[config.mk]
export PLATFORM = sky130hd
export DESIGN_NAME = axi_wr_stats
export DESIGN_NICKNAME = d
export VERILOG_FILES = /design/src/rtl/axi_wr_stats_pkg.sv /design/src/rtl/axi_wr_stats.sv /design/src/rtl/stat_iter.sv /design/src/rtl/stat_accum.sv /design/src/rtl/axi_wr_event_decode.sv
export VERILOG_INCLUDE_DIRS = /design/src /design/src/rtl
export SDC_FILE = /design/constraint.sdc
export NUM_CORES = 1
export LEC_CHECK = 0
export BUFFER_PORTS_ARGS = -buffer_cell sky130_fd_sc_hd__buf_4
export CELL_PAD_IN_SITES_DETAIL_PLACEMENT = 0
export CELL_PAD_IN_SITES_GLOBAL_PLACEMENT = 1
export CORE_ASPECT_RATIO = 0.75
export CORE_MARGIN = 2
export CORE_UTILIZATION = 50
export CTS_CLUSTER_DIAMETER = 50
export DETAILED_ROUTE_END_ITERATION = 10
export PLACE_DENSITY = 0.86
export SLEW_MARGIN = 10
export SYNTH_ARGS = -nofsm -noshare
export SYNTH_HDL_FRONTEND = slang
export SYNTH_HIERARCHICAL = 1
export SYNTH_SLANG_ARGS = --single-unit
[constraint.sdc]
create_clock -name clk -period 3.06 [get_ports clk]
set_input_delay 0 -clock clk [delete_from_list [all_inputs] [get_ports clk]]
set_output_delay 0 -clock clk [all_outputs]
set_load 0.02 [all_outputs]
[src/rtl/axi_wr_stats_consts.svh]
`ifndef AXI_WR_STATS_CONSTS_SVH
`define AXI_WR_STATS_CONSTS_SVH

// every statistic is carried in one word of this width
`define STAT_WIDTH 32

// write bus geometry, 32-bit data
`define STRB_WIDTH 4
`define LEN_WIDTH 8
`define SIZE_WIDTH 3

// outstanding AW-to-B counter
`define DEPTH_WIDTH 8

// three sample streams, four stats each, plus the depth maximum
`define NUM_CHAN 3
`define NUM_STATS 13
`define STAT_ID_WIDTH 8

`endif
[src/rtl/axi_wr_stats_pkg.sv]
`default_nettype none

`include "axi_wr_stats_consts.svh"

package axi_wr_stats_pkg;

  typedef logic [`STAT_WIDTH-1:0] stat_word_t;

  // sample streams, also the index into the accumulator array
  typedef enum logic [$clog2(`NUM_CHAN)-1:0] {
    CHAN_AW_LEN   = 0,
    CHAN_AW_BYTES = 1,
    CHAN_W_BYTES  = 2
  } chan_t;

  // per channel the order is count, sum, min, max
  typedef enum logic [`STAT_ID_WIDTH-1:0] {
    STAT_AW_LEN_CNT   = 0,
    STAT_AW_LEN_SUM   = 1,
    STAT_AW_LEN_MIN   = 2,
    STAT_AW_LEN_MAX   = 3,
    STAT_AW_BYTES_CNT = 4,
    STAT_AW_BYTES_SUM = 5,
    STAT_AW_BYTES_MIN = 6,
    STAT_AW_BYTES_MAX = 7,
    STAT_W_BYTES_CNT  = 8,
    STAT_W_BYTES_SUM  = 9,
    STAT_W_BYTES_MIN  = 10,
    STAT_W_BYTES_MAX  = 11,
    STAT_AW_DEPTH_MAX = 12
  } stat_id_t;

endpackage

`default_nettype wire

[src/rtl/axi_wr_stats.sv]
`timescale 1ns/1ns
`default_nettype none

`include "axi_wr_stats_consts.svh"

module axi_wr_stats
  import axi_wr_stats_pkg::*;
(
  input  logic                    clk,
  input  logic                    rst_n,
  input  logic                    stat_clear,

  input  logic                    awvalid,
  input  logic                    awready,
  input  logic [ `LEN_WIDTH-1:0]  awlen,
  input  logic [`SIZE_WIDTH-1:0]  awsize,
  input  logic                    wvalid,
  input  logic                    wready,
  input  logic [`STRB_WIDTH-1:0]  wstrb,
  input  logic                    bvalid,
  input  logic                    bready,

  input  logic                    stat_iter_start,
  output logic                    stat_iter_valid,
  output stat_id_t                stat_iter_id,
  output stat_word_t              stat_iter_val,
  output logic                    stat_iter_last,
  input  logic                    stat_iter_ready
);

  logic [`NUM_CHAN-1:0] sample_en;
  stat_word_t           sample_val [`NUM_CHAN];

  stat_word_t           chan_count [`NUM_CHAN];
  stat_word_t           chan_sum   [`NUM_CHAN];
  stat_word_t           chan_min   [`NUM_CHAN];
  stat_word_t           chan_max   [`NUM_CHAN];
  stat_word_t           depth_max;

  axi_wr_event_decode i_axi_wr_event_decode (
    .clk        (clk),
    .rst_n      (rst_n),
    .stat_clear (stat_clear),
    .awvalid    (awvalid),
    .awready    (awready),
    .awlen      (awlen),
    .awsize     (awsize),
    .wvalid     (wvalid),
    .wready     (wready),
    .wstrb      (wstrb),
    .bvalid     (bvalid),
    .bready     (bready),
    .sample_en  (sample_en),
    .sample_val (sample_val),
    .depth_max  (depth_max)
  );

  // one accumulator per sample stream, indexed like chan_t
  for (genvar c = 0; c < `NUM_CHAN; c++) begin : g_accum
    stat_accum i_stat_accum (
      .clk        (clk),
      .rst_n      (rst_n),
      .clear      (stat_clear),
      .sample_en  (sample_en[c]),
      .sample_val (sample_val[c]),
      .count      (chan_count[c]),
      .sum        (chan_sum[c]),
      .min        (chan_min[c]),
      .max        (chan_max[c])
    );
  end

  stat_iter i_stat_iter (
    .clk        (clk),
    .rst_n      (rst_n),
    .start      (stat_iter_start),
    .ready      (stat_iter_ready),
    .chan_count (chan_count),
    .chan_sum   (chan_sum),
    .chan_min   (chan_min),
    .chan_max   (chan_max),
    .depth_max  (depth_max),
    .valid      (stat_iter_valid),
    .id         (stat_iter_id),
    .val        (stat_iter_val),
    .last       (stat_iter_last)
  );

endmodule

`default_nettype wire

[src/rtl/stat_iter.sv]
`timescale 1ns/1ns
`default_nettype none

`include "axi_wr_stats_consts.svh"

module stat_iter
  import axi_wr_stats_pkg::*;
(
  input  logic       clk,
  input  logic       rst_n,
  input  logic       start,
  input  logic       ready,

  input  stat_word_t chan_count [`NUM_CHAN],
  input  stat_word_t chan_sum   [`NUM_CHAN],
  input  stat_word_t chan_min   [`NUM_CHAN],
  input  stat_word_t chan_max   [`NUM_CHAN],
  input  stat_word_t depth_max,

  output logic       valid,
  output stat_id_t   id,
  output stat_word_t val,
  output logic       last
);

  typedef enum logic {
    ST_IDLE,
    ST_ITER
  } state_t;

  state_t                    state;
  state_t                    state_next;

  logic [`STAT_ID_WIDTH-1:0] idx;
  logic [`STAT_ID_WIDTH-1:0] idx_next;
  logic [`STAT_ID_WIDTH-1:0] load_idx;

  chan_t                     load_chan;
  stat_word_t                load_val;
  logic                      load_last;
  logic                      load;
  logic                      valid_next;

  // the word for load_idx, read live from the accumulators
  always_comb begin
    load_idx  = (state == ST_IDLE) ? '0 : idx;
    load_chan = chan_t'(load_idx[3:2]);
    load_last = (load_idx == `STAT_ID_WIDTH'(`NUM_STATS - 1));

    if (load_last) begin
      load_val = depth_max;
    end else begin
      case (load_idx[1:0])
        2'd0:    load_val = chan_count[load_chan];
        2'd1:    load_val = chan_sum[load_chan];
        2'd2:    load_val = chan_min[load_chan];
        default: load_val = chan_max[load_chan];
      endcase
    end
  end

  always_comb begin
    state_next = state;
    idx_next   = idx;
    load       = 1'b0;
    valid_next = valid && !ready;

    case (state)
      ST_IDLE: begin
        // first word goes out on the next cycle
        if (start) begin
          load       = 1'b1;
          state_next = ST_ITER;
        end
      end

      ST_ITER: begin
        if (valid && ready && last) begin
          state_next = ST_IDLE;
        end else if (!valid || ready) begin
          load = 1'b1;
        end
      end

      default: begin
        state_next = ST_IDLE;
      end
    endcase

    if (load) begin
      valid_next = 1'b1;
      idx_next   = load_idx + 1'b1;
    end
  end

  always_ff @(posedge clk) begin
    if (!rst_n) begin
      state <= ST_IDLE;
      valid <= 1'b0;
      idx   <= '0;
    end else begin
      state <= state_next;
      valid <= valid_next;
      idx   <= idx_next;
    end
  end

  // held while the consumer stalls
  always_ff @(posedge clk) begin
    if (load) begin
      id   <= stat_id_t'(load_idx);
      val  <= load_val;
      last <= load_last;
    end
  end

endmodule

`default_nettype wire

[src/rtl/stat_accum.sv]
`timescale 1ns/1ns
`default_nettype none

module stat_accum
  import axi_wr_stats_pkg::*;
(
  input  logic       clk,
  input  logic       rst_n,
  input  logic       clear,

  input  logic       sample_en,
  input  stat_word_t sample_val,

  output stat_word_t count,
  output stat_word_t sum,
  output stat_word_t min,
  output stat_word_t max
);

  always_ff @(posedge clk) begin
    if (!rst_n || clear) begin
      count <= '0;
      sum   <= '0;
    end else if (sample_en) begin
      // both wrap at the word width
      count <= count + stat_word_t'(1);
      sum   <= sum + sample_val;
    end
  end

  // min starts at all ones so the first sample always lands
  always_ff @(posedge clk) begin
    if (!rst_n || clear) begin
      min <= '1;
    end else if (sample_en && (sample_val < min)) begin
      min <= sample_val;
    end
  end

  always_ff @(posedge clk) begin
    if (!rst_n || clear) begin
      max <= '0;
    end else if (sample_en && (sample_val > max)) begin
      max <= sample_val;
    end
  end

endmodule

`default_nettype wire

[src/rtl/axi_wr_event_decode.sv]
`timescale 1ns/1ns
`default_nettype none

`include "axi_wr_stats_consts.svh"

module axi_wr_event_decode
  import axi_wr_stats_pkg::*;
(
  input  logic                    clk,
  input  logic                    rst_n,
  input  logic                    stat_clear,

  input  logic                    awvalid,
  input  logic                    awready,
  input  logic [ `LEN_WIDTH-1:0]  awlen,
  input  logic [`SIZE_WIDTH-1:0]  awsize,
  input  logic                    wvalid,
  input  logic                    wready,
  input  logic [`STRB_WIDTH-1:0]  wstrb,
  input  logic                    bvalid,
  input  logic                    bready,

  output logic [  `NUM_CHAN-1:0]  sample_en,
  output stat_word_t              sample_val [`NUM_CHAN],
  output stat_word_t              depth_max
);

  logic                    aw_hs;
  logic                    w_hs;
  logic                    b_hs;

  stat_word_t              aw_beats;
  stat_word_t              aw_bytes;
  stat_word_t              w_bytes;

  logic [`DEPTH_WIDTH-1:0] depth;
  logic [`DEPTH_WIDTH-1:0] depth_peak;

  assign aw_hs = awvalid && awready;
  assign w_hs  = wvalid && wready;
  assign b_hs  = bvalid && bready;

  // awlen is beats minus one
  assign aw_beats = stat_word_t'(awlen) + stat_word_t'(1);
  assign aw_bytes = aw_beats << awsize;

  // bytes written by this beat
  always_comb begin
    w_bytes = '0;
    for (int i = 0; i < `STRB_WIDTH; i++) begin
      w_bytes = w_bytes + stat_word_t'(wstrb[i]);
    end
  end

  always_ff @(posedge clk) begin
    if (!rst_n) begin
      sample_en <= '0;
    end else begin
      sample_en[CHAN_AW_LEN]   <= aw_hs;
      sample_en[CHAN_AW_BYTES] <= aw_hs;
      sample_en[CHAN_W_BYTES]  <= w_hs;
    end
  end

  always_ff @(posedge clk) begin
    sample_val[CHAN_AW_LEN]   <= aw_beats;
    sample_val[CHAN_AW_BYTES] <= aw_bytes;
    sample_val[CHAN_W_BYTES]  <= w_bytes;
  end

  // bursts accepted on AW and not yet answered on B
  always_ff @(posedge clk) begin
    if (!rst_n) begin
      depth <= '0;
    end else begin
      case ({aw_hs, b_hs})
        2'b10:   depth <= depth + 1'b1;
        2'b01:   depth <= depth - 1'b1;
        default: depth <= depth;
      endcase
    end
  end

  // the live depth follows the bus, only the peak is cleared
  always_ff @(posedge clk) begin
    if (!rst_n || stat_clear) begin
      depth_peak <= '0;
    end else if (depth > depth_peak) begin
      depth_peak <= depth;
    end
  end

  assign depth_max = stat_word_t'(depth_peak);

endmodule

`default_nettype wire

# ---- Yosys cells after proc, flatten, opt, wreduce, memory -nomap -nowiden
# Index checks and enable logic that the tools add are counted.
dict set report word_totals {
  regBits 550
  latchBits 0
  ramBits 0
  rom_bits 0
  input_bits 26
  output_inout_bits 42
  wordCells 96
  mem_count 0
}
dict set report classes {
  n_addsub 13
  mul 0
  n_div 0
  n_lt_le_gt_ge 8
  n_eq_ne 5
  n_shift 1
  muxes 23
  n_bitwise 2
  n_reduce_logical 19
}
# operator count
set ops {}
lappend ops {{$bmux 32 s2} 4}
lappend ops {{$mux 32} 8}
lappend ops {{$add 32x1->32 const B} 3}
lappend ops {{$add 32x32->32} 3}
lappend ops {{$gt 32x32->1} 3}
lappend ops {{$lt 32x32->1} 3}
lappend ops {{$pmux 32 s3} 1}
lappend ops {{$add 32x1->32} 2}
lappend ops {{$shl 32x3->32} 1}
lappend ops {{$add 8x1->8 const B} 2}
lappend ops {{$mux 8} 2}
lappend ops {{$pmux 8 s2} 1}
lappend ops {{$logic_and 1x1->1} 12}
lappend ops {{$add 8x1->9 const B} 1}
lappend ops {{$eq 8x4->1 const B} 1}
lappend ops {{$gt 8x8->1} 1}
lappend ops {{$sub 8x1->8 const B} 1}
lappend ops {{$mux 1} 5}
lappend ops {{$eq 2x1->1 const B} 2}
lappend ops {{$eq 2x2->1 const B} 2}
lappend ops {{$pmux 1 s2} 2}
lappend ops {{$ge 3x3->1 const B} 1}
lappend ops {{$logic_not 1->1} 3}
lappend ops {{$not 2->3} 1}
lappend ops {{5 further kinds} 6}

# ---- Longest topological paths before layout
# Gate-level depths: netlist of run 1.
dict set report depth {
  ltp_word 7
  mapped_depth 13
  ltp_nobuf 11
}

# ---- Cells and area by module
# The synthesis of run 1 kept the hierarchy.
# module instances cells_each area_each_um2
set by_module_without_submodules {}
lappend by_module_without_submodules {{stat_accum at g_accum[1].i_stat_accum ...} 2 916 7947.6}
lappend by_module_without_submodules {{stat_accum at g_accum[0].i_stat_accum} 1 966 8066.5}
lappend by_module_without_submodules {stat_iter 1 605 4949.7}
lappend by_module_without_submodules {axi_wr_event_decode 1 390 3280.6}

# ---- Least setup slack after synthesis of run 1
# OpenSTA, ideal clock, no wires.
dict set report synth_timing {
  path_kind {reg-to-reg}
  startpoint {register i_axi_wr_event_decode/sample_val[32] (netlist name)}
  endpoint {register g_accum[1].i_stat_accum.sum[18]}
  setup_ns 0.122
  arrival_ns 2.466
  required_time_ns 2.938
  path_slack_ns 0.473
  stages_incl_launch_ff 12
  period_less_slack_ns 2.587
  cell_sequence {dfxtp_1 -> ha_1 -> fa_1 -> a21oi_1 -> o21ai_0 -> a21oi_1 -> o21a_1 -> o21ai_0 -> a221oi_1 -> o21ai_0 -> xnor2_1 -> o21ai_0}
}
dict set report synth_via {
  elab_chain_cells 1
}
# item line_no
set synth_rtl {}
lappend synth_rtl {{start: declaration} axi_wr_event_decode.sv:24} ;# output stat_word_t sample_val [`NUM_CHAN],
lappend synth_rtl {{start signal: indexed assignment} axi_wr_event_decode.sv:66} ;# sample_val[CHAN_AW_LEN] <= aw_beats;
lappend synth_rtl {{start signal: indexed assignment} axi_wr_event_decode.sv:67} ;# sample_val[CHAN_AW_BYTES] <= aw_bytes;
lappend synth_rtl {{start signal: indexed assignment} axi_wr_event_decode.sv:68} ;# sample_val[CHAN_W_BYTES] <= w_bytes;
lappend synth_rtl {{$add 32x32->32} stat_accum.sv:27} ;# sum <= sum + sample_val;
lappend synth_rtl {{end signal: assignment} stat_accum.sv:27}
lappend synth_rtl {{end: declaration} stat_accum.sv:15} ;# output stat_word_t sum,
# No other way between the ends.
# A chain may end at the register's enable or synchronous reset.

# ---- Worst setup path in the final report of run 1
dict set report layout_timing {
  startpoint {register i_stat_iter.idx[1]}
  endpoint {register i_stat_iter.val[13], data pin}
}
dict set report layout_via {
  elab_chain_cells 3
  elab_cells_between_ends 6
  cone_classes {eq/ne: 3; mux: 2; reduce/logical: 1}
}
# item line_no
set layout_rtl {}
lappend layout_rtl {{start: declaration} stat_iter.sv:34} ;# logic [`STAT_ID_WIDTH-1:0] idx;
lappend layout_rtl {{start signal: assignment} stat_iter.sv:104} ;# idx <= idx_next;
lappend layout_rtl {{$mux 8 *} stat_iter.sv:46} ;# load_idx = (state == ST_IDLE) ? '0 : idx;
lappend layout_rtl {{named net i_stat_iter.load_idx[1]} stat_iter.sv:36} ;# logic [`STAT_ID_WIDTH-1:0] load_idx;
lappend layout_rtl {{$eq 2x2->1, or another cell as far along} stat_iter.sv:53} ;# case (load_idx[1:0])
lappend layout_rtl {{$pmux 32 s3} stat_iter.sv:53}
lappend layout_rtl {{end signal: assignment} stat_iter.sv:112} ;# val <= load_val;
lappend layout_rtl {{end: declaration} stat_iter.sv:22} ;# output stat_word_t val,
# The timed path passes the listed nets; every way through them passes the cells marked *.

==> results.md, run 1 <==
- RSZ-0062 raised after global routing: true
- Die area: between 60000 and 70000 µm²
- I/O Buffers: between 60 and 70
- H-tree levels: 2
- Status: finished, final reports clean
- Die width: roughly 300 µm
- CP endpoint kind: register
- Vias: around 28000
- TritonCTS clock tree: done
- Fin nets: around 4100
- Period utilization: approximately 96%
- Wire per inst: 20.6 µm
- Kind of critical path: register to register
- Iter 0 DRT Violations: approximately 2900
- Hold Crit Class: input port to register
- Syn Area/Cell: roughly 8.5 µm²
- Finished layout cell area: 35300 µm²
- R2R setup slack: between 100 and 150 ps
- Dpl cells: approximately 4600
- CTS clk-pin slew, worst paths: roughly 60 ps
- Maxcap violations: 0
- Yosys top cell area share: between 20% and 30%
- Synth area leaders: dfxtp_1 (27%), ha_1 (12%), mux2i_1 (5.4%)
- # setup viols final: 0
- Fmax achieved: 0.341 GHz
- Fin cells: ~4700
- Routability-driven placement congestion ratio: around 0.98
- DPL Wire Length: 72700 µm
- #FFs+latches synth: 481
- Mapped cell area: roughly 32000 µm²
- Core area: roughly 64000 µm²
- Total CTS buffers: 55
- Vias in the first global route: roughly 25000
- First-pass GRT wire length: 150000 µm
- # clock sinks: just under 500
- Layout cells sized above 1: 9.24%
- Pins over their slew limit: 0
- Chip Height: between 200 and 250 µm
- GRT overflow: 0
- CP max FO: 65
- Critical Path RT: approximately 3400 ps
- Clk buf depth: 3
- Leak pwr: about 15 nW
- Ys flop type: dfxtp_1
- Router iterations before antenna repair: 7
- Worst Tran Pin Value: slightly below 1000 ps
- Detailed-route DRC error count: 0
- Area leader, netlist: dfxtp_1
- Number of I/O pins: 68
- Slew headroom: a little over a third
- Wirelength, routed: a little under 100000 µm
- Syn Inst Count: between 3000 and 4000
- Distinct cell type count after synthesis: around 110
- CTS Root Cell: clkbuf_16
- PD cells: approximately 450 nW/µm²
- Clock Skew: 18.4 ps
- Largest net degree at the start of global routing: between 60 and 70
- Number of routed nets with antenna violations: 0
- YS warnings: 6
- Overall routing resource usage: 28.5%
- Final hold vios: 0
- Post-synth EDFFs: 41
- Synth async-reset ratio: 0%
- DP Worst Slack: 132 ps
- Setup Buffers After CTS: 0
- Clock Latency Late Sink: about 630 ps
- # diodes: 0
- Worst setup margin: 129 ps
- # fillers: 5893
- Row cnt: 80
- Seq/Total Area, Yosys: a little under a third
- Worst IR drop on VDD: roughly 0.41 mV
- Layout area overhead: 9.63%
- DR vias/cell: ~5.9
- DP Area: approximately 33000 µm²
- Initial Util: approximately half
- Startpoint types: register
- Worst Path Arrival: 3300 ps
- Tmin final: 2930 ps
- Initial antenna violation count: 3
-- state kept, by name, indices dropped and copies added, names as in the netlist, 2 cells and up --
register and cells:
g_accum.i_stat_accum/min 96, i_axi_wr_event_decode/depth_peak 8, i_axi_wr_event_decode/sample_val 28, i_stat_iter/val 32
g_accum.i_stat_accum/max 96, i_axi_wr_event_decode/depth 8, i_axi_wr_event_decode/sample_en 2, i_stat_iter/idx 8
g_accum.i_stat_accum/count 96, i_stat_iter/id 8, g_accum.i_stat_accum/sum 96
-- layout make-up --
class,count,area (µm²),share of cell area [%]
Inverter,292,1100,3.11
Clock inverter,26,300,0.851
Multi-Input combinational cell,2810,19800,56.0
Tap cell,861,1080,3.05
Sequential cell,481,10000,28.5
Timing Repair Buffer,168,1430,4.04
Clock buffer,76,1600,4.53
-- through the flow --
step | setup TNS (ps) | hold WS [ps] | total power, W | util (%)
6_report | 0 | 84.0 | 0.0158 | 55.4
2_1_floorplan | 0 | 101 | 0.00835 | -
3_3_place_gp | 0 | 210 | 0.00878 | 51.9
4_1_cts | 0 | 55.1 | 0.0158 | 55.4
3_5_place_dp | 0 | 220 | 0.00880 | 51.9
5_1_grt | -13.4 | 140 | 0.0164 | 55.4
-- per-layer routing --
metal  vias to the layer above  wire [µm]  GRT usage, %
li1                      13600          -             -
met1                     13200      47400          44.7
met2                      1088      37600          39.0
met3                       141       9530          5.32
met4                         0       2560          8.05
met5                         -          0             0
-- where the power goes --
part	switching, W	leakage [nW]	internal [W]
clock network	0.00280	0.933	0.00415
logic	0.00129	10.1	0.000806
registers	0.000204	4.01	0.00653
total	0.00429	15.0	0.0115
-- timing repair --
action | CTS | global route
endpoints found under the setup margin | 0 | 8
gates resized for setup | 0 | 5
endpoints found under the hold margin | 68 | 0
hold buffers | 31 | 0
-- worst max-delay path, cell delays in order, from the launching register on --
cell      delay, ps
dfxtp_1         450
nand2_1         200
inv_1           190
ha_4            750
a22oi_1         330
a31oi_1         360
nand3_1         130
o221ai_2        170
-- final timing paths --
check / startpoint / end / cells after the start
worst max register to register: i_stat_iter/idx[1] / i_stat_iter/val[13] / 7
worst max-delay path: i_stat_iter/idx[1] / i_stat_iter/val[13] / 7
worst min-delay path: wstrb[1] / i_axi_wr_event_decode/sample_val[0] / 5
worst min register to register: g_accum[2].i_stat_accum/sum[31] / g_accum[2].i_stat_accum/sum[31] / 2
-- synthesized netlist by cell type (20+ instances only) --
cell / n
or3_1: 27
buf_4: 93
a222oi_1: 33
nand2_1: 279
mux2i_1: 174
a31oi_1: 49
and3_1: 25
o311ai_0: 62
nor2b_1: 20
dfxtp_1: 440
nor2_1: 325
nor3_1: 33
a21o_1: 133
o22ai_1: 38
nand3_1: 204
nand4_1: 84
a22oi_1: 65
buf_2: 51
o21a_1: 29
o21ai_1: 60
edfxtp_1: 41
xnor2_1: 59
o221ai_2: 29
inv_1: 288
ha_1: 304
xor2_1: 89
o21ai_0: 150
buf_6: 25
a21oi_1: 170
clkbuf_1: 114
-- cell families after synthesis --
logic type,Yosys count,share of synthesized area (%)
DFF,481,31.2
and+or+nand+nor,1111,16.8
adders and majority gates,308,12.1
buffers and inverters,593,8.92
muxes,180,5.67
xor gates and xnor gates,149,4.08
AOI/OAI and AO/OA,970,21.3
other,1,0.0116
-- placed cells by master, fill, tap and decap left out, types with 9 or more instances in the layout --
cell type and count:
nand4_1 84, nor3_1 33, dlygate4sd3_1 31, edfxtp_1 41
or3_1 27, a21oi_1 165, and3_1 25, buf_4 130
a21oi_2 10, o211ai_1 11, a21o_1 133, o21bai_1 18
o21a_1 29, clkbuf_1 10, a211oi_1 18, o31ai_1 11
nand3_1 204, a222oi_1 33, o311ai_0 62, nor2b_1 17
inv_1 288, o221ai_2 29, conb_1 92, ha_1 301
clkbuf_16 58, o21ai_1 59, and4_1 14, and2_1 9
xnor2_1 59, o22ai_1 38, nor2_1 325, a22oi_1 65
xor2_1 89, o21ai_0 149, nand2_1 279, nand2b_1 18
mux2i_1 174, a31oi_1 49, dfxtp_1 438
(Power assumes the default switching activity.)
==> inputs of run 2 (changes only) <==
CELL_PAD_IN_SITES_DETAIL_PLACEMENT = 1   (was 0)
==> run 2 against run 1 <==
Non-clock buffer count grew 1; largest cell class unchanged; utilization rose by 0.28 points; fmax shrank 1.9%; total power increased by 4.4%.
==> results.md, run 2 (synthesis results as in run 1) <==
- Status: finished, final reports clean
- CP max FO: 65 (unchanged)
- Clock Skew: 14.8 ps (-3.60 ps)
- CTS clk-pin slew, worst paths: 60 ps (about the same)
- Core area: 63700 µm² (unchanged)
- Most frequent cells in the layout: dfxtp_1 (437), nor2_1 (325), ha_1 (301)
- CP cell instances: nand2_1 -> inv_1 -> ha_4 -> a22oi_1 -> a31oi_1 -> nand3_1 -> o221ai_2
- Detailed-route DRC error count: 0 (unchanged)
- Overall routing resource usage: 33.4% (+4.9 points)
- Finished Core Util: 55.7% (+0.28 points)
- Fmax achieved: 0.335 GHz (-1.9%)
- Total power: 0.0165 W (+4.4%)
- Hold Crit Class: input port to register
- Vias: 29600 (+5.9%)
- Tmin final: 2990 ps (+57.2 ps)
- I/O Buffers: 67 (unchanged)
- Worst Tran Pin Value: 1000 ps (+33.4 ps)
- Layout cells sized above 1: 9.53% (+0.29 points)
- Crit path largest cell delay: 790 ps (+40 ps)
- CP endpoint kind: register
- DPL Wire Length: 82700 µm (+14%)
- DR vias/cell: 6.27 (+5.8%)
- # diodes: 0 (unchanged)
- Cell family with most CP delay: compound AO/OA/AOI/OAI gates
- Initial antenna violation count: 7 (+4)
- Worst Path Arrival: 3370 ps (+70 ps)
- Slew headroom: 33.4% (-2.2 points)
- Chip Height: 224 µm (unchanged)
- H-tree levels: 2 (unchanged)
- CP max-delay cell: ha_4
- R2R Path End: i_stat_iter/val[12]
- Fin nets: 4146 (+0.097%)
- R2R setup slack: 70 ps (-60 ps)
- Setup TNS: 0 ps (unchanged)
- Startpoint types: register
- PD cells: 465 nW/µm² (+3.9%)
- Leak pwr: 15.1 nW (+0.53%)
- Router iterations before antenna repair: 7 (unchanged)
- RR Startpoint: i_stat_iter/idx[1]
- Layout area overhead: 10.2%
- Final hold vios: 0 (unchanged)
- Most common cell after layout, fill and taps aside: dfxtp_1
- Clock Latency Late Sink: 640 ps (about the same)
- Number of I/O pins: 68 (unchanged)
- First-pass GRT wire length: 177000 µm (+18%)
- TritonCTS clock tree: done
- Initial Util: 50.6% (unchanged)
- # setup viols final: 0 (unchanged)
- Wire per inst: 24.1 µm (+17%)
- Die area: 66500 µm² (unchanged)
- Number of routed nets with antenna violations: 0 (unchanged)
- Die width: 297 µm (unchanged)
- Maxcap violations: 0 (unchanged)
- Pins over their slew limit: 0 (unchanged)
- Wirelength, routed: 114000 µm (+17%)
- Worst IR drop on VDD: 0.499 mV (+21%)
- Kind of critical path: register to register
- Worst hold path depth: 5 (unchanged)
- CP Buf/Inv Count: 1 (unchanged)
- Vias in the first global route: 29700 (+19%)
- CTS Root Cell: clkbuf_16
- Total CTS buffers: 58 (+5.5%)
- Period utilization: 97.7% (+1.9 points)
- Hold Startpoint: wstrb[1]
- Row cnt: 80 (unchanged)
- # clock sinks: 481 (unchanged)
- Iter 0 DRT Violations: 2893 (+0.98%)
- Largest net degree at the start of global routing: 66 (unchanged)
- Critical Path RT: 3440 ps (about the same)
- Hold endpoint: i_axi_wr_event_decode/sample_val[2]
- Clk buf depth: 3 (unchanged)
- Routability-driven placement congestion ratio: 0.982 (unchanged)
- Reg2reg path depth: 7 (unchanged)
- GRT overflow: 0 (unchanged)
run 2: power by group:
group	internal (W)	switching (W)
Combinational	0.000820	0.00140
Clock	0.00452	0.00299
Sequential	0.00653	0.000217
run 2: repair_timing:
item                       CTS  global route
setup endpoints to repair    0            15
hold buffers                30             0
setup buffers                0             2
resized for setup            0            10
hold endpoints to repair    66             0
run 2: routing by layer:
layer,share of wire [%],GRT usage (%),vias to the layer above,wire (µm)
met3,9.1,6.72,244,10400
li1,-,-,13600,-
met4,3.6,12.0,6,4080
met1,45,47.2,14600,50800
met5,0.033,0,-,38
met2,43,50.5,1134,48300
run 2: worst register-to-register path, stage by stage (launching register included):
cell and delay [ps]:
dfxtp_1 450, nand2_1 210, inv_1 220, ha_4 790, a22oi_1 480, a31oi_1 280, nand3_1 120, o221ai_2 180
run 2: final cells by class:
type,count,area [µm²]
clock buffers,83,1730
inverters,292,1100
flip-flops and latches,481,10000
clock inverters,25,323
well taps,861,1080
repair buffers,169,1430
fillers,7579,28200
multi-input cells,2810,19800
run 2: per-stage QoR:
stage	instance area (µm²)	hold WS, ps	setup slack [ps]	cells
final	35500	13.1	71.9	4721
after global routing	35500	42.4	-11.3	4721
after CTS	35400	0.721	79.0	4719
after detailed placement	33100	221	129	4581
after global placement	33100	210	168	4581
after floorplan	32500	101	473	3884
run 2: worst max path at each step:
stage	from	end	depth (start not counted)
3_5_place_dp	i_axi_wr_event_decode/sample_val[0]	g_accum[2].i_stat_accum/sum[18]	11
3_3_place_gp	i_axi_wr_event_decode/sample_val[0]	g_accum[2].i_stat_accum/sum[18]	11
2_1_floorplan	i_axi_wr_event_decode/sample_val[32]	g_accum[1].i_stat_accum/sum[18]	11
5_1_grt	i_axi_wr_event_decode/sample_val[0]	g_accum[2].i_stat_accum/sum[26]	11
4_1_cts	i_axi_wr_event_decode/sample_val[0]	g_accum[2].i_stat_accum/sum[18]	11
6_report	i_stat_iter/idx[1]	i_stat_iter/val[12]	7
